<file path="config.mk">
export PLATFORM = sky130hd
export DESIGN_NAME = agc_ctrl_top
export DESIGN_NICKNAME = d
export VERILOG_FILES = /design/src/common/agc_bus_pkg.sv /design/src/common/agc_loop_pkg.sv /design/src/agc_loop/agc_loop_seq.sv /design/src/agc_loop/agc_gain_calc.sv /design/src/rtl/agc_info_readback.sv /design/src/rtl/agc_ctrl_top.sv
export SDC_FILE = /design/constraint.sdc
export NUM_CORES = 1
export LEC_CHECK = 0
export ABC_AREA = 0
export ABC_CLOCK_PERIOD_IN_PS = 7000
export BUFFER_PORTS_ARGS = -buffer_cell sky130_fd_sc_hd__clkbuf_2
export CAP_MARGIN = 20
export CORE_MARGIN = 5
export CORE_UTILIZATION = 35
export CTS_CLUSTER_SIZE = 16
export DETAILED_ROUTE_END_ITERATION = 8
export HOLD_SLACK_MARGIN = 0.15
export SYNTH_ARGS = -nofsm -noshare
export SYNTH_HDL_FRONTEND = slang
export SYNTH_HIERARCHICAL = 1
export SYNTH_SLANG_ARGS = --single-unit
</file>
<file path="constraint.sdc">
create_clock -name wb_clk_i -period 7 [get_ports wb_clk_i]
set_input_delay 0.35 -clock wb_clk_i [delete_from_list [all_inputs] [get_ports wb_clk_i]]
set_output_delay 0.35 -clock wb_clk_i [all_outputs]
set_load 0.005 [all_outputs]
</file>
<file path="src/common/agc_bus_pkg.sv">
`default_nettype none

// Wishbone types shared by the loop master port and the host target port
package agc_bus_pkg;

    // Byte address and data word
    typedef logic [7:0]  wb_adr_t;
    typedef logic [31:0] wb_dat_t;

    ////////////////////////////////////////
    // Master to target lines
    ////////////////////////////////////////
    typedef struct packed {
        logic    cyc;  // Bus cycle in progress
        logic    stb;  // Transfer request
        logic    we;   // Write when high
        wb_adr_t adr;
        wb_dat_t dat;  // Write data
    } wb_m2s_t;

    ////////////////////////////////////////
    // Target to master lines
    ////////////////////////////////////////
    typedef struct packed {
        logic    ack;  // Transfer done, one cycle
        wb_dat_t dat;  // Read data, valid with ack
    } wb_s2m_t;

endpackage

`default_nettype wire

</file>
<file path="src/common/agc_loop_pkg.sv">
`default_nettype none

// AGC register map, command words and the loop's own types
package agc_loop_pkg;

    import agc_bus_pkg::*;

    // Values the loop writes to the AGC module
    typedef logic [16:0] agc_scale_t;
    typedef logic [15:0] agc_offset_t;

    // Info word storage
    localparam int AGC_INFO_WORDS = 6;
    typedef logic [2:0] agc_info_idx_t;
    // 0 status, 1 sum of squares, 2 count above, 3 count below,
    // 4 current scale, 5 current offset
    typedef wb_dat_t [AGC_INFO_WORDS-1:0] agc_info_t;

    ////////////////////////////////////////
    // AGC module register map
    ////////////////////////////////////////
    localparam wb_adr_t AGC_CTRL_ADR   = 8'h00;  // Control writes, status reads
    localparam wb_adr_t AGC_SCALE_ADR  = 8'h10;
    localparam wb_adr_t AGC_OFFSET_ADR = 8'h14;

    // Command words for the control register
    localparam wb_dat_t CMD_RESET = 32'h0000_0004;  // Clear statistics
    localparam wb_dat_t CMD_START = 32'h0000_0001;  // Begin a sample period
    localparam wb_dat_t CMD_LOAD  = 32'h0000_0300;
    localparam wb_dat_t CMD_APPLY = 32'h0000_0400;

    localparam int STATUS_DONE_BIT = 1;  // Sample period finished

    // Gain limits and boot values
    localparam agc_scale_t  START_SCALE  = 17'd1800;
    localparam agc_offset_t START_OFFSET = 16'd0;
    localparam agc_scale_t  SCALE_MIN    = 17'd300;
    localparam agc_scale_t  SCALE_MAX    = 17'h1FBD0;

    // Loop sequence, one step per AGC command group
    typedef enum logic [3:0] {
        BOOT,
        RESETTING,
        POLLING,
        WAITING,
        READING,
        CALCULATING,
        WRITING,
        LOADING,
        APPLYING
    } loop_state_e;

    // Scale goes out zero extended
    function automatic wb_dat_t scale_to_dat(input agc_scale_t scale);
        return {15'd0, scale};
    endfunction

    // Offset goes out sign extended
    function automatic wb_dat_t offset_to_dat(input agc_offset_t offset);
        return {{16{offset[15]}}, offset};
    endfunction

endpackage

`default_nettype wire

</file>
<file path="src/agc_loop/agc_loop_seq.sv">
`timescale 1ns/1ns
`default_nettype none

module agc_loop_seq #(
    parameter int BOOT_DELAY_CYCLES = 31
) (
    input  wire                       wb_clk_i,
    input  wire                       rst_n_i,
    output agc_bus_pkg::wb_m2s_t      agc_m_o,
    input  agc_bus_pkg::wb_s2m_t      agc_s_i,
    input  agc_loop_pkg::agc_scale_t  scale_i,    // From the gain calculator
    input  agc_loop_pkg::agc_offset_t offset_i,
    output logic                      calc_en_o,
    output agc_loop_pkg::agc_info_t   info_o
);

    import agc_bus_pkg::*;
    import agc_loop_pkg::*;

    localparam int BOOT_CNT_W = (BOOT_DELAY_CYCLES > 0) ? $clog2(BOOT_DELAY_CYCLES + 1) : 1;

    // Progress of one bus transfer within a loop step
    typedef enum logic [1:0] {
        COMM_SEND,
        COMM_WAIT,
        COMM_PROC
    } comm_state_e;

    loop_state_e            state_q;
    comm_state_e            sub_q;
    agc_info_idx_t          info_idx_q;  // Word being read, or 0 scale / 1 offset when writing
    logic [BOOT_CNT_W-1:0]  boot_cnt_q;
    agc_info_t              info_q;
    wb_m2s_t                bus_q;
    wb_m2s_t                req;         // Transfer for the current step
    wb_dat_t                resp_q;      // Read data taken at ack

    function automatic wb_m2s_t wb_req(input logic we, input wb_adr_t adr, input wb_dat_t dat);
        wb_m2s_t r;
        r.cyc = 1'b1;
        r.stb = 1'b1;
        r.we  = we;
        r.adr = adr;
        r.dat = dat;
        return r;
    endfunction

    ////////////////////////////////////////
    // Request for each step
    ////////////////////////////////////////
    always_comb begin
        case (state_q)
            RESETTING: req = wb_req(1'b1, AGC_CTRL_ADR, CMD_RESET);
            POLLING:   req = wb_req(1'b1, AGC_CTRL_ADR, CMD_START);
            WAITING:   req = wb_req(1'b0, AGC_CTRL_ADR, '0);        // Status read
            READING:   req = wb_req(1'b0, {3'b000, info_idx_q, 2'b00}, '0);
            WRITING: begin
                if (info_idx_q == 3'd0) begin
                    req = wb_req(1'b1, AGC_SCALE_ADR, scale_to_dat(scale_i));
                end else begin
                    req = wb_req(1'b1, AGC_OFFSET_ADR, offset_to_dat(offset_i));
                end
            end
            LOADING:   req = wb_req(1'b1, AGC_CTRL_ADR, CMD_LOAD);
            APPLYING:  req = wb_req(1'b1, AGC_CTRL_ADR, CMD_APPLY);
            default:   req = '0;  // No transfer in BOOT or CALCULATING
        endcase
    end

    ////////////////////////////////////////
    // Loop sequencer
    ////////////////////////////////////////
    always_ff @(posedge wb_clk_i or negedge rst_n_i) begin
        if (!rst_n_i) begin
            state_q    <= BOOT;
            sub_q      <= COMM_SEND;
            info_idx_q <= '0;
            boot_cnt_q <= BOOT_CNT_W'(BOOT_DELAY_CYCLES);
            bus_q      <= '0;
            info_q     <= '0;
            info_q[4]  <= scale_to_dat(START_SCALE);
            info_q[5]  <= offset_to_dat(START_OFFSET);
        end else begin
            case (state_q)
                BOOT: begin
                    if (boot_cnt_q != '0) begin
                        boot_cnt_q <= boot_cnt_q - 1'b1;
                    end else begin
                        state_q    <= WRITING;  // Push the start values first
                        info_idx_q <= '0;
                    end
                end
                CALCULATING: begin
                    // Calculator latches on this edge
                    state_q    <= WRITING;
                    info_idx_q <= '0;
                end
                default: begin
                    case (sub_q)
                        COMM_SEND: begin
                            bus_q <= req;
                            sub_q <= COMM_WAIT;
                        end
                        COMM_WAIT: begin
                            if (agc_s_i.ack) begin
                                bus_q.cyc <= 1'b0;
                                bus_q.stb <= 1'b0;
                                bus_q.we  <= 1'b0;
                                sub_q     <= COMM_PROC;
                                if (state_q == APPLYING) begin
                                    // Values now live in the AGC module
                                    info_q[4] <= scale_to_dat(scale_i);
                                    info_q[5] <= offset_to_dat(offset_i);
                                end
                            end
                        end
                        default: begin
                            sub_q <= COMM_SEND;
                            case (state_q)
                                RESETTING: state_q <= POLLING;
                                POLLING:   state_q <= WAITING;
                                WAITING: begin
                                    if (resp_q[STATUS_DONE_BIT]) begin
                                        state_q    <= READING;
                                        info_idx_q <= '0;
                                    end
                                end
                                READING: begin
                                    info_q[info_idx_q] <= resp_q;
                                    if (info_idx_q == agc_info_idx_t'(AGC_INFO_WORDS - 1)) begin
                                        state_q    <= CALCULATING;
                                        info_idx_q <= '0;
                                    end else begin
                                        info_idx_q <= info_idx_q + 1'b1;
                                    end
                                end
                                WRITING: begin
                                    if (info_idx_q == 3'd0) begin
                                        info_idx_q <= 3'd1;  // Offset next
                                    end else begin
                                        state_q    <= LOADING;
                                        info_idx_q <= '0;
                                    end
                                end
                                LOADING:  state_q <= APPLYING;
                                default:  state_q <= RESETTING;  // After apply
                            endcase
                        end
                    endcase
                end
            endcase
        end
    end

    // Read data capture
    always_ff @(posedge wb_clk_i) begin
        if (sub_q == COMM_WAIT && agc_s_i.ack) begin
            resp_q <= agc_s_i.dat;
        end
    end

    assign agc_m_o   = bus_q;
    assign calc_en_o = (state_q == CALCULATING);  // One cycle per loop
    assign info_o    = info_q;

endmodule

`default_nettype wire

</file>
<file path="src/agc_loop/agc_gain_calc.sv">
`timescale 1ns/1ns
`default_nettype none

module agc_gain_calc #(
    parameter int AGC_TIMESCALE_REDUCTION_BITS = 4,
    parameter int TARGET_RMS_SQUARED           = 16,
    parameter int RMS_SQUARE_SCALE_ERR         = 0,
    parameter int OFFSET_ERR                   = 5,
    parameter int SCALE_DELTA                  = 30,
    parameter int OFFSET_DELTA                 = 25
) (
    input  wire                       wb_clk_i,
    input  wire                       rst_n_i,
    input  wire                       calc_en_i,  // Latch new values
    input  agc_loop_pkg::agc_info_t   info_i,
    output agc_loop_pkg::agc_scale_t  scale_o,
    output agc_loop_pkg::agc_offset_t offset_o
);

    import agc_bus_pkg::*;
    import agc_loop_pkg::*;

    // Sum of squares down to a per-sample mean
    localparam int          MS_SHIFT    = 17 - AGC_TIMESCALE_REDUCTION_BITS;
    localparam wb_dat_t     MS_HIGH     = wb_dat_t'(TARGET_RMS_SQUARED + RMS_SQUARE_SCALE_ERR);
    localparam wb_dat_t     MS_LOW      = wb_dat_t'(TARGET_RMS_SQUARED - RMS_SQUARE_SCALE_ERR);
    localparam wb_dat_t     OFS_MARGIN  = wb_dat_t'(OFFSET_ERR);
    localparam agc_scale_t  SCALE_STEP  = agc_scale_t'(SCALE_DELTA);
    localparam agc_offset_t OFFSET_STEP = agc_offset_t'(OFFSET_DELTA);

    wb_dat_t     mean_sq;
    agc_scale_t  cur_scale;   // Scale the AGC module runs with
    agc_offset_t cur_offset;
    agc_scale_t  scale_d;
    agc_offset_t offset_d;
    agc_scale_t  scale_q;
    agc_offset_t offset_q;

    assign mean_sq    = info_i[1] >> MS_SHIFT;
    assign cur_scale  = info_i[4][16:0];
    assign cur_offset = info_i[5][15:0];

    ////////////////////////////////////////
    // Fixed step up or down
    ////////////////////////////////////////
    always_comb begin
        scale_d = scale_q;
        if (mean_sq > MS_HIGH) begin  // Too loud
            scale_d = (cur_scale > SCALE_MIN) ? cur_scale - SCALE_STEP : cur_scale;
        end else if (mean_sq < MS_LOW) begin
            scale_d = (cur_scale < SCALE_MAX) ? cur_scale + SCALE_STEP : cur_scale;
        end
    end

    // Balance counts above and below
    always_comb begin
        offset_d = offset_q;
        if (info_i[2] > info_i[3] + OFS_MARGIN) begin
            offset_d = cur_offset - OFFSET_STEP;
        end else if (info_i[3] > info_i[2] + OFS_MARGIN) begin
            offset_d = cur_offset + OFFSET_STEP;
        end
    end

    always_ff @(posedge wb_clk_i or negedge rst_n_i) begin
        if (!rst_n_i) begin
            scale_q  <= START_SCALE;
            offset_q <= START_OFFSET;
        end else if (calc_en_i) begin
            scale_q  <= scale_d;
            offset_q <= offset_d;
        end
    end

    assign scale_o  = scale_q;
    assign offset_o = offset_q;

endmodule

`default_nettype wire

</file>
<file path="src/rtl/agc_info_readback.sv">
`timescale 1ns/1ns
`default_nettype none

module agc_info_readback #(
    parameter int SCALE_DELTA  = 30,
    parameter int OFFSET_DELTA = 25
) (
    input  wire                     wb_clk_i,
    input  wire                     rst_n_i,
    input  agc_bus_pkg::wb_m2s_t    host_m_i,
    output agc_bus_pkg::wb_s2m_t    host_s_o,
    input  agc_loop_pkg::agc_info_t info_i    // Words from the loop sequencer
);

    import agc_bus_pkg::*;
    import agc_loop_pkg::*;

    // Host transfer handling
    typedef enum logic [1:0] {
        IDLE,
        READ,
        WRITE,
        ACK
    } rb_state_e;

    rb_state_e  state_q;
    logic [3:0] word_sel;  // Word index from the byte address
    wb_dat_t    rd_word;
    wb_dat_t    resp_q;

    assign word_sel = host_m_i.adr[5:2];

    ////////////////////////////////////////
    // Target FSM
    ////////////////////////////////////////
    always_ff @(posedge wb_clk_i or negedge rst_n_i) begin
        if (!rst_n_i) begin
            state_q <= IDLE;
        end else begin
            case (state_q)
                IDLE: begin
                    if (host_m_i.cyc && host_m_i.stb) begin
                        state_q <= host_m_i.we ? WRITE : READ;
                    end
                end
                READ:    state_q <= ACK;
                WRITE:   state_q <= ACK;  // Nothing writable yet
                default: state_q <= IDLE;
            endcase
        end
    end

    // Bit 6 picks loop step sizes over AGC info words
    always_comb begin
        rd_word = '0;
        if (host_m_i.adr[6]) begin
            case (word_sel)
                4'd0:    rd_word = scale_to_dat(agc_scale_t'(SCALE_DELTA));
                4'd1:    rd_word = offset_to_dat(agc_offset_t'(OFFSET_DELTA));
                default: rd_word = '0;
            endcase
        end else if (word_sel < 4'(AGC_INFO_WORDS)) begin
            rd_word = info_i[word_sel];
        end
    end

    always_ff @(posedge wb_clk_i) begin
        if (state_q == READ) begin
            resp_q <= rd_word;
        end
    end

    assign host_s_o.ack = (state_q == ACK);  // Single cycle
    assign host_s_o.dat = resp_q;

endmodule

`default_nettype wire

</file>
<file path="src/rtl/agc_ctrl_top.sv">
`timescale 1ns/1ns
`default_nettype none

module agc_ctrl_top #(
    parameter int AGC_TIMESCALE_REDUCTION_BITS = 4,
    parameter int TARGET_RMS_SQUARED           = 16,
    parameter int RMS_SQUARE_SCALE_ERR         = 0,
    parameter int OFFSET_ERR                   = 5,
    parameter int SCALE_DELTA                  = 30,
    parameter int OFFSET_DELTA                 = 25,
    parameter int BOOT_DELAY_CYCLES            = 31
) (
    input  wire                    wb_clk_i,
    input  wire                    rst_n_i,
    output agc_bus_pkg::wb_m2s_t   agc_m_o,   // To the AGC module
    input  agc_bus_pkg::wb_s2m_t   agc_s_i,
    input  agc_bus_pkg::wb_m2s_t   host_m_i,  // From the host
    output agc_bus_pkg::wb_s2m_t   host_s_o
);

    import agc_loop_pkg::*;

    logic        calc_en;
    agc_info_t   info;    // Last words read from the AGC module
    agc_scale_t  scale;   // Recalculated scale
    agc_offset_t offset;  // Recalculated offset

    // Command and read sequence towards the AGC module
    agc_loop_seq #(
        .BOOT_DELAY_CYCLES (BOOT_DELAY_CYCLES)
    ) i_loop_seq (
        .wb_clk_i  (wb_clk_i),
        .rst_n_i   (rst_n_i),
        .agc_m_o   (agc_m_o),
        .agc_s_i   (agc_s_i),
        .scale_i   (scale),
        .offset_i  (offset),
        .calc_en_o (calc_en),
        .info_o    (info)
    );

    agc_gain_calc #(
        .AGC_TIMESCALE_REDUCTION_BITS (AGC_TIMESCALE_REDUCTION_BITS),
        .TARGET_RMS_SQUARED           (TARGET_RMS_SQUARED),
        .RMS_SQUARE_SCALE_ERR         (RMS_SQUARE_SCALE_ERR),
        .OFFSET_ERR                   (OFFSET_ERR),
        .SCALE_DELTA                  (SCALE_DELTA),
        .OFFSET_DELTA                 (OFFSET_DELTA)
    ) i_gain_calc (
        .wb_clk_i  (wb_clk_i),
        .rst_n_i   (rst_n_i),
        .calc_en_i (calc_en),
        .info_i    (info),
        .scale_o   (scale),
        .offset_o  (offset)
    );

    // Host side readback
    agc_info_readback #(
        .SCALE_DELTA  (SCALE_DELTA),
        .OFFSET_DELTA (OFFSET_DELTA)
    ) i_info_readback (
        .wb_clk_i (wb_clk_i),
        .rst_n_i  (rst_n_i),
        .host_m_i (host_m_i),
        .host_s_o (host_s_o),
        .info_i   (info)
    );

endmodule

`default_nettype wire

</file>
==> run summary, run 1 <==
arrival time at the worst endpoint -> 6550 ps
number of buffers created by CTS -> 37
count of final hold-check violations -> 0
TritonCTS clock tree -> done
depth of the worst hold-timing path -> 4
Clk pin slew, worst setup/hold paths -> 60 ps
most used flip-flop cell after synthesis -> dfrtp_1
number of gates given a new drive strength after cts -> 0
total number of vias -> 13453
leakage power figure -> 9.37 nW
antenna violations before repair -> 0
routability cong. -> 0.874
DRT Wirelength -> 50300 µm
final setup TNS -> 0 ps
ANT cells -> 0
vias per cell -> 5.47
total routing usage reported by global routing -> 0.174
share of synthesized area spent on multiplexers -> 0.160
count of max-cap constraint violations -> 0
relative slew slack -> 0.252
unrepaired setup endpoints after global routing -> no
largest fanout of any net on the critical path -> 14
critical path capture point type -> register
wire length of the first global-routing pass -> 79700 µm
standard cell core area -> 0.0526 mm²
adder and majority gate portion of the synthesized area -> 0.0597
Synth Area in Compound Gates -> 0.127
met3 track demand over resource -> 0.0281
FF-to-FF setup slack -> 860 ps
mapped cell area -> 0.0186 mm²
WP data required -> 7410 ps
worst-skew pair later-pin latency -> 550 ps
HPWL after detailed placement -> 34800 µm
critical path class -> reg2reg
synthesized area per cell -> 11.4 µm²
maximum number of pins on one net before global-route repair -> 125
startpoint of the most critical register-to-register path -> i_loop_seq/info_o[99]
highest ir drop seen on vdd -> 184 µV
CTS Sinks -> 328
Site Rows -> 84
xor/xnor share of the synthesized area -> 0.0434
number of setup buffers added after CTS -> 0
cell count after synthesis -> 1635
capture endpoint of the worst hold path -> i_info_readback/state_q[0]
Peak Freq -> 163 MHz
Worst Max-Slew Pin Slew -> 1120 ps
async set or reset register ratio after synthesis -> 0.805
Detailed Route Iter0 Violations -> 967
Final Cycle Share -> 0.877
routed length per instance -> 20.4 µm
count of flip-flops with a built-in enable after synthesis -> 64
maximum buffer depth of the clock tree -> 3
root buf cell -> clkbuf_16
count of boundary I/O pins -> 154
outcome -> finished clean
sequential share of the synthesized area -> 0.460
simple-gate share of the synthesized area -> 0.110
worst hold path class -> in2reg
count of nets left with antenna violations after detail routing -> 0
number of global-route vias before repair -> 13795
fin nets -> 1908
met1 Resource Use GR -> 0.257
detailed-routing iteration count for the pre-antenna-repair pass -> 5
number of buffers inserted by port buffering -> 113
beginning of the critical path -> i_loop_seq/info_o[99]
Final min period -> 6140 ps
worst clock skew on the final layout -> 28.8 ps
H-tree levels -> 2
CP startpoint kind -> register
effective utilization at floorplan -> 0.354
distinct cell type count of the synthesized netlist -> 93
CTS Hold Bufs -> 34
Horiz. Die Dim -> 240 µm
power per cell area -> 345 mW/mm²
endpoints failing setup -> 0
met2 layer usage reported by global route -> 0.269
area overhead of the layout relative to synthesis -> 14.5%
total global routing overflow -> 0
proportion of layout cells with a drive suffix above 1 -> 0.244
Reg2Reg Depth -> 25
Seq cells post-synth -> 328
startpoint of the tightest hold check path -> host_m_i[42]
Final Max Slew Viols -> 0
combinational family with the most area after synthesis -> multiplexers
Chip Height -> 240 µm
die footprint -> 0.0578 mm²
count of yosys warnings during synthesis -> 6
worst hold slack after final layout -> 221 ps
number of design rule violations left after detail routing -> 0
global routing's busiest layer -> met2
Reg-to-Reg End -> i_gain_calc/offset_o[15]
==> stage by stage <==
stage / cells / util / worst slack, ps / cell area (µm²) / total power (W)
global placement: 2354 / 0.374 / 949 / 19600 / 0.00530
detailed placement: 2355 / 0.374 / 941 / 19700 / 0.00538
finish: 2458 / 0.405 / 859 / 21300 / 0.00734
floorplan: 1639 / - / 1680 / 18600 / 0.00456
CTS: 2456 / 0.404 / 885 / 21200 / 0.00739
global route: 2458 / 0.405 / 410 / 21300 / 0.00779
==> critical path, cell delays in order (launching register included) <==
cell and delay [ps]:
dfrtp_1 490, and3_1 250, nand3_1 100, nor2_1 200, and4_1 340, nor2b_1 240, nor2b_1 270, nand2_1 100
xor2_1 150, ha_1 310, nand4_1 140, and4bb_4 350, nand3_2 110, nand2_1 120, o2bb2ai_1 80, a31oi_2 280
inv_2 220, ha_1 380, nor3_1 370, nor3_1 150, a211oi_1 410, o31ai_1 140, a21oi_1 190, xnor2_1 100
and4_2 230, a211o_2 260
==> layout make-up <==
class,instances,area [µm²]
tap,688,861
inverter,31,116
fill,4964,31300
clock buffer,52,1040
multi-input combinational,1174,9400
clock inverter,15,161
timing repair buffer,170,1140
sequential,328,8540
==> state kept, by name, indices dropped and copies added, names as in the netlist <==
name                     count
i_gain_calc/scale_o         17
i_loop_seq/agc_m_o          23
i_info_readback/state_q      2
i_loop_seq/info_o          192
i_loop_seq/resp_q           32
i_loop_seq/info_idx_q        3
i_loop_seq/sub_q             2
i_loop_seq/boot_cnt_q        5
i_gain_calc/offset_o        16
i_info_readback/resp_q      32
i_loop_seq/state_q           4
==> cells in the mapped netlist, types with 17 or more instances <==
library cell  instances  area, µm²
inv_1                29        109
nand4_1              23        144
mux2i_1              30        300
ha_1                 87       1090
mux2_1               29        327
a22oi_2              20        250
a22oi_1              46        345
o21ai_1              17       85.1
xnor2_1              41        359
clkbuf_1             38        143
buf_4                27        203
mux2_4               36        541
nor2b_1              18        113
xor2_1               51        447
mux2_2              107       1200
buf_2                26        130
dfrtp_1             251       6280
nor2_1               83        312
o21ai_0              89        445
a21oi_1              85        425
nor3_1               22        110
mux4_2               27        608
nand2_1             154        578
edfxtp_1             64       1920
nand3_1              32        160
==> cells by family after synthesis <==
family,after synthesis
AO/OA/AOI/OAI,354
XOR/XNOR,92
adder cells (fa/ha/maj),88
buffers and inverters,137
flip-flops,328
multiplexers,229
other,1
AND/OR/NAND/NOR,406
==> power by group <==
part | internal (W) | switching (W) | leakage [nW]
Sequential | 0.00236 | 0.000434 | 4.18
Clock | 0.00115 | 0.000798 | 0.582
Combinational | 0.00111 | 0.00147 | 4.61
Total | 0.00463 | 0.00271 | 9.37
==> worst max path at each step <==
stage,to,slack [ps],cells past startpoint
6_report,i_gain_calc/offset_o[15],860,25
3_5_place_dp,i_gain_calc/offset_o[15],940,25
5_1_grt,i_gain_calc/offset_o[14],410,25
2_1_floorplan,i_gain_calc/offset_o[14],1680,25
3_3_place_gp,i_gain_calc/offset_o[14],950,25
4_1_cts,i_gain_calc/offset_o[15],890,25
==> per-layer routing <==
metal  share of wire  up-vias
met5               0        -
met4           0.020        0
met3           0.050       67
met2            0.45      355
met1            0.48     6822
li1                -     6209
==> layout by cell type, fill, tap and decap left out, types with 10 or more instances in the layout <==
cell           instances
inv_1                 29
a22oi_2               20
dfstp_2               13
o21ai_1               17
mux2_2               107
nor2b_1               15
nand3_1               30
dfrtp_1              251
nand2_1              154
nor2_1                82
a21o_1                12
a211oi_1              13
a22o_1                16
nor3_1                21
a21oi_1               85
and3_1                10
clkbuf_2             111
mux2i_1               30
o21ai_0               88
xnor2_1               41
mux2_1                29
dlygate4sd3_1         34
xor2_1                51
buf_4                 21
nand4_1               23
ha_1                  86
mux4_2                27
clkbuf_16             37
edfxtp_1              64
mux2_4                36
a22oi_1               46
No activity file was read; power rests on OpenSTA's default activity.
==> inputs of run 2 (changes only) <==
PLACE_DENSITY = 0.55   (was default)
==> run summary, run 2 (same netlist as run 1, synthesis figures left out) <==
critical path capture point type -> register (unchanged)
Clk network pwr share -> 0.271 (was 0.266)
power per cell area -> 346 mW/mm² (was 345 mW/mm²)
vias per cell -> 5.39 (was 5.47)
TritonCTS clock tree -> done (unchanged)
antenna violations before repair -> 0 (unchanged)
count of nets left with antenna violations after detail routing -> 0 (unchanged)
WP data required -> 7490 ps (was 7410 ps)
Worst Max-Slew Pin Slew -> 1090 ps (was 1120 ps)
Horiz. Die Dim -> 240 µm (unchanged)
Final min period -> 6170 ps (was 6140 ps)
CP delay by family, top -> simple AND/OR/NAND/NOR gates (unchanged)
leakage power figure -> 9.37 nW (about the same)
final setup TNS -> 0 ps (unchanged)
most used cell along the critical path -> nand3_1
number of gates given a new drive strength after cts -> 0 (unchanged)
total number of vias -> 13267 (was 13453)
Crit-path slowest cell -> or4b_2 (was dfrtp_1)
count of boundary I/O pins -> 154 (unchanged)
CP Buf/Inv Count -> 2 (was 1)
Final Cycle Share -> 0.881 (was 0.877)
HPWL after detailed placement -> 35400 µm (was 34800 µm)
detailed-routing iteration count for the pre-antenna-repair pass -> 5 (unchanged)
routability cong. -> 0.858 (was 0.874)
largest fanout of any net on the critical path -> 14 (unchanged)
root buf cell -> clkbuf_16 (unchanged)
Chip Height -> 240 µm (unchanged)
count of final hold-check violations -> 0 (unchanged)
H-tree levels -> 2 (unchanged)
DRT Wirelength -> 50900 µm (was 50300 µm)
post-layout instance count excluding filler cells -> 2460 (was 2458)
most frequent cells in the layout -> dfrtp_1, nand2_1, clkbuf_2 (unchanged)
Largest register FFs -> 192 (unchanged)
net switching power figure -> 0.00269 W (was 0.00271 W)
effective utilization at floorplan -> 0.354 (unchanged)
number of design rule violations left after detail routing -> 0 (unchanged)
worst-skew pair later-pin latency -> 560 ps (was 550 ps)
Peak Freq -> 162 MHz (was 163 MHz)
count of max-cap constraint violations -> 0 (unchanged)
relative slew slack -> 0.276 (was 0.252)
total routing usage reported by global routing -> 0.174 (about the same)
fin nets -> 1908 (unchanged)
maximum number of pins on one net before global-route repair -> 173 (was 125)
worst clock skew on the final layout -> 13.7 ps (was 28.8 ps)
CTS Sinks -> 328 (unchanged)
most common cell after layout, fill and taps aside -> dfrtp_1 (unchanged)
die footprint -> 0.0578 mm² (unchanged)
internal portion of total power -> 0.00467 W (was 0.00463 W)
number of global-route vias before repair -> 13303 (was 13795)
Final Max Slew Viols -> 0 (unchanged)
CP startpoint kind -> register (unchanged)
Site Rows -> 84 (unchanged)
worst hold path class -> in2reg (unchanged)
proportion of layout cells with a drive suffix above 1 -> 0.244 (about the same)
arrival time at the worst endpoint -> 6660 ps (was 6550 ps)
number of setup buffers added after CTS -> 0 (unchanged)
area overhead of the layout relative to synthesis -> 14.4% (was 14.5%)
maximum buffer depth of the clock tree -> 3 (unchanged)
Worst path max stage delay -> 640 ps (was 490 ps)
fraction of power consumed by sequential logic -> 0.382 (was 0.381)
critical path class -> reg2reg (unchanged)
standard cell core area -> 0.0526 mm² (unchanged)
startpoint of the tightest hold check path -> host_m_i[41] (was host_m_i[42])
highest ir drop seen on vdd -> 170 µV (was 184 µV)
Detailed Route Iter0 Violations -> 674 (was 967)
wire length of the first global-routing pass -> 79300 µm (was 79700 µm)
startpoint of the most critical register-to-register path -> i_loop_seq/info_o[99] (unchanged)
switching share of total power -> 0.365 (was 0.369)
number of buffers inserted by port buffering -> 113 (unchanged)
Combinational Power Share -> 0.348 (was 0.353)
outcome -> finished clean (unchanged)
Cells after DPL -> 2356 (was 2355)
unrepaired setup endpoints after global routing -> no (unchanged)
endpoints failing setup -> 0 (unchanged)
routed length per instance -> 20.7 µm (was 20.4 µm)
beginning of the critical path -> i_loop_seq/info_o[99] (unchanged)
Clk pin slew, worst setup/hold paths -> 60 ps (about the same)
total global routing overflow -> 0 (unchanged)
number of buffers created by CTS -> 38 (was 37)
-- run 2: cell count changes in the layout (fill, tap and decap cells not counted), sizes merged --
| cell | before | now |
|---|---|---|
| diode | 0 | 1 |
| clkinv | 8 | 11 |
| clkinvlp | 3 | 1 |
| bufinv | 3 | 2 |
| buf | 25 | 24 |
| clkbuf | 163 | 165 |
-- run 2: power groups by stage --
stage | clock network, W | registers (W) | logic (W)
floorplan | 0 | 0.00261 | 0.00195
global placement | 0 | 0.00281 | 0.00250
detailed placement | 0 | 0.00283 | 0.00254
CTS | 0.00206 | 0.00280 | 0.00257
global route | 0.00213 | 0.00286 | 0.00282
finish | 0.00199 | 0.00281 | 0.00256
-- run 2: final timing paths --
| kind | endpoint | slack (ps) | depth (start not counted) |
|---|---|---|---|
| worst max-delay path | i_gain_calc/offset_o[14] | 830 | 25 |
| worst min-delay path | i_info_readback/state_q[1] | 200 | 4 |
| worst max register to register | i_gain_calc/offset_o[14] | 830 | 25 |
| worst min register to register | i_loop_seq/info_o[189] | 480 | 2 |
| max in group asynchronous | i_loop_seq/info_o[54] | 5180 | 3 |
| min in group asynchronous | i_loop_seq/agc_m_o[7] | 420 | 2 |
-- run 2: layout make-up --
type                       instances  area [µm²]
fill                            5070       31300
multi-input combinational       1174        9390
sequential                       328        8540
clock buffer                      54        1120
timing repair buffer             169        1100
tap                              688         861
clock inverter                    15         128
inverter                          31         116
antenna                            1        2.50
-- run 2: per-stage QoR --
step	utilization	power, W	setup slack (ps)	cell area [µm²]	hold WS (ps)
after floorplan	-	0.00456	1680	18600	54.4
after global placement	0.374	0.00531	975	19700	417
after detailed placement	0.374	0.00537	874	19700	420
after CTS	0.405	0.00743	844	21300	159
after global routing	0.405	0.00781	353	21300	193
final	0.405	0.00736	833	21300	197
-- run 2: metal layers --
metal | wire length (µm) | part of all wire | vias to the layer above | global-route usage
met1 | 24200 | 0.48 | 6673 | 0.254
met3 | 2390 | 0.047 | 50 | 0.0240
met4 | 941 | 0.018 | 0 | 0.0409
met5 | 0 | 0 | - | 0
li1 | - | - | 6227 | -
met2 | 23400 | 0.46 | 317 | 0.275
-- run 2: worst min-delay path: cells and delay by family --
| kind | cells | cell delay [ps] |
|---|---|---|
| AOI/OAI and AO/OA | 2 | 200 |
| buffers and inverters | 1 | 70 |
| and+or+nand+nor | 1 | 80 |
-- run 2: timing repair --
| action | CTS | global route |
|---|---|---|
| endpoints found under the hold margin | 121 | 0 |
| setup endpoints to repair | 0 | 0 |
| hold buffers | 34 | 0 |
==> inputs of run 3 (changes only) <==
CORE_ASPECT_RATIO = 1.5   (was default)
==> run summary, run 3 (same netlist as run 1, synthesis figures left out) <==
largest fanout of any net on the critical path -> 14 (unchanged)
worst hold path class -> in2reg (unchanged)
proportion of layout cells with a drive suffix above 1 -> 0.240 (was 0.244)
total number of vias -> 13337 (was 13267)
number of gates given a new drive strength after cts -> 0 (unchanged)
worst-skew pair later-pin latency -> 540 ps (was 560 ps)
capture endpoint of the worst hold path -> i_info_readback/state_q[0] (was i_info_readback/state_q[1])
endpoints failing setup -> 0 (unchanged)
routability cong. -> 0.906 (was 0.858)
number of design rule violations left after detail routing -> 0 (unchanged)
ANT cells -> 0 (was 1)
arrival time at the worst endpoint -> 6610 ps (was 6660 ps)
Final Max Slew Viols -> 0 (unchanged)
area of the multi-input gates -> 0.00939 mm² (unchanged)
count of boundary I/O pins -> 154 (unchanged)
maximum buffer depth of the clock tree -> 3 (unchanged)
routed length per instance -> 21.5 µm (was 20.7 µm)
Largest register FFs -> 192 (unchanged)
final setup TNS -> 0 ps (unchanged)
Worst Max-Slew Pin Slew -> 1050 ps (was 1090 ps)
area overhead of the layout relative to synthesis -> 14.0% (was 14.4%)
HPWL after detailed placement -> 36900 µm (was 35400 µm)
worst clock skew on the final layout -> 22.3 ps (was 13.7 ps)
Site Rows -> 103 (was 84)
# fillers -> 5057 (was 5070)
Final Cycle Share -> 0.878 (was 0.881)
number of setup buffers added after CTS -> 0 (unchanged)
Horiz. Die Dim -> 198 µm (was 240 µm)
number of buffers inserted by port buffering -> 113 (unchanged)
number of global-route vias before repair -> 14073 (was 13303)
count of final hold-check violations -> 0 (unchanged)
unrepaired setup endpoints after global routing -> no (unchanged)
most frequent cells in the layout -> dfrtp_1, nand2_1, clkbuf_2 (unchanged)
total routing usage reported by global routing -> 0.181 (was 0.174)
highest ir drop seen on vdd -> 325 µV (was 170 µV)
number of buffers created by CTS -> 36 (was 38)
Reg2Reg Depth -> 25 (unchanged)
Final min period -> 6150 ps (was 6170 ps)
Clk pin slew, worst setup/hold paths -> 60 ps (about the same)
most common cell after layout, fill and taps aside -> dfrtp_1 (unchanged)
Chip Height -> 292 µm (was 240 µm)
startpoint of the most critical register-to-register path -> i_loop_seq/info_o[100] (was i_loop_seq/info_o[99])
WP data required -> 7470 ps (was 7490 ps)
vias per cell -> 5.45 (was 5.39)
DRT Wirelength -> 52600 µm (was 50900 µm)
Peak Freq -> 163 MHz (was 162 MHz)
detailed-routing iteration count for the pre-antenna-repair pass -> 5 (unchanged)
CP startpoint kind -> register (unchanged)
critical path class -> reg2reg (unchanged)
total global routing overflow -> 0 (unchanged)
Reg-to-Reg End -> i_gain_calc/offset_o[14] (unchanged)
critical path capture point type -> register (unchanged)
maximum number of pins on one net before global-route repair -> 177 (was 173)
H-tree levels -> 2 (unchanged)
CTS Hold Bufs -> 34 (unchanged)
wire length of the first global-routing pass -> 82600 µm (was 79300 µm)
outcome -> finished clean (unchanged)
power per cell area -> 345 mW/mm² (was 346 mW/mm²)
Detailed Route Iter0 Violations -> 800 (was 674)
FF-to-FF setup slack -> 850 ps (was 830 ps)
startpoint of the tightest hold check path -> host_m_i[41] (unchanged)
Storage cell area -> 0.00854 mm² (unchanged)
count of max-cap constraint violations -> 0 (unchanged)
antenna violations before repair -> 1 (was 0)
final core occ -> 0.403 (was 0.405)
standard cell core area -> 0.0526 mm² (about the same)
leakage power figure -> 9.33 nW (was 9.37 nW)
TritonCTS clock tree -> done (unchanged)
relative slew slack -> 0.297 (was 0.276)
fin nets -> 1906 (was 1908)
count of nets left with antenna violations after detail routing -> 0 (unchanged)
depth of the worst hold-timing path -> 4 (unchanged)
CTS Sinks -> 328 (unchanged)
effective utilization at floorplan -> 0.353 (was 0.354)
die footprint -> 0.0579 mm² (was 0.0578 mm²)
root buf cell -> clkbuf_16 (unchanged)
[run 3: worst max path at each step]
stage,from,depth (start not counted),slack [ps],end
final,i_loop_seq/info_o[100],25,850,i_gain_calc/offset_o[14]
after global routing,i_loop_seq/info_o[99],25,320,i_gain_calc/offset_o[15]
after CTS,i_loop_seq/info_o[100],25,810,i_gain_calc/offset_o[14]
after detailed placement,i_loop_seq/info_o[99],25,850,i_gain_calc/offset_o[14]
after global placement,i_loop_seq/info_o[99],25,900,i_gain_calc/offset_o[14]
after floorplan,i_loop_seq/info_o[99],25,1680,i_gain_calc/offset_o[14]
[run 3: critical path: stages, from the launching register on]
cell	delay, ps
dfrtp_1	450
and3_1	230
nand3_1	110
nor2_1	270
and4_1	320
nor2b_1	220
nor2b_1	270
nand2_1	100
xor2_1	150
ha_1	330
nand4_1	150
and4bb_4	350
nand3_2	100
nand2_1	100
o2bb2ai_1	80
a31oi_2	250
inv_2	210
fa_1	480
a211oi_1	330
o21ai_0	200
nand2_1	140
o2111ai_1	140
o311a_1	180
or4b_2	650
nand3_1	120
mux2_4	140
[run 3: power by group]
part	total [W]	internal, W	switching [W]	leakage [nW]
Sequential	0.00280	0.00236	0.000432	4.18
Clock	0.00192	0.00112	0.000797	0.569
Combinational	0.00260	0.00111	0.00149	4.59
Total	0.00731	0.00460	0.00272	9.33
[run 3: stage by stage]
step	cells	setup WS [ps]	area [µm²]	hold WS, ps	power [W]
floorplan	1639	1680	18600	54.4	0.00456
global placement	2349	899	19600	392	0.00534
detailed placement	2350	851	19700	401	0.00542
CTS	2449	812	21200	212	0.00740
global route	2449	319	21200	249	0.00776
finish	2449	854	21200	230	0.00731
[run 3: final cells by class]
class,count,area share
Clock buffer,52,0.0478
Tap cell,682,0.0403
Timing Repair Buffer,169,0.0527
Clock inverter,13,0.00750
Multi-Input combinational cell,1174,0.443
Inverter,31,0.00549
Sequential cell,328,0.403
[run 3: per-layer routing]
layer | wire length, µm | up-vias | GRT usage
met3 | 1780 | 79 | 0.0197
met4 | 1290 | 0 | 0.0496
met1 | 20900 | 6771 | 0.214
met5 | 0 | - | 0
met2 | 28700 | 282 | 0.342
li1 | - | 6205 | -
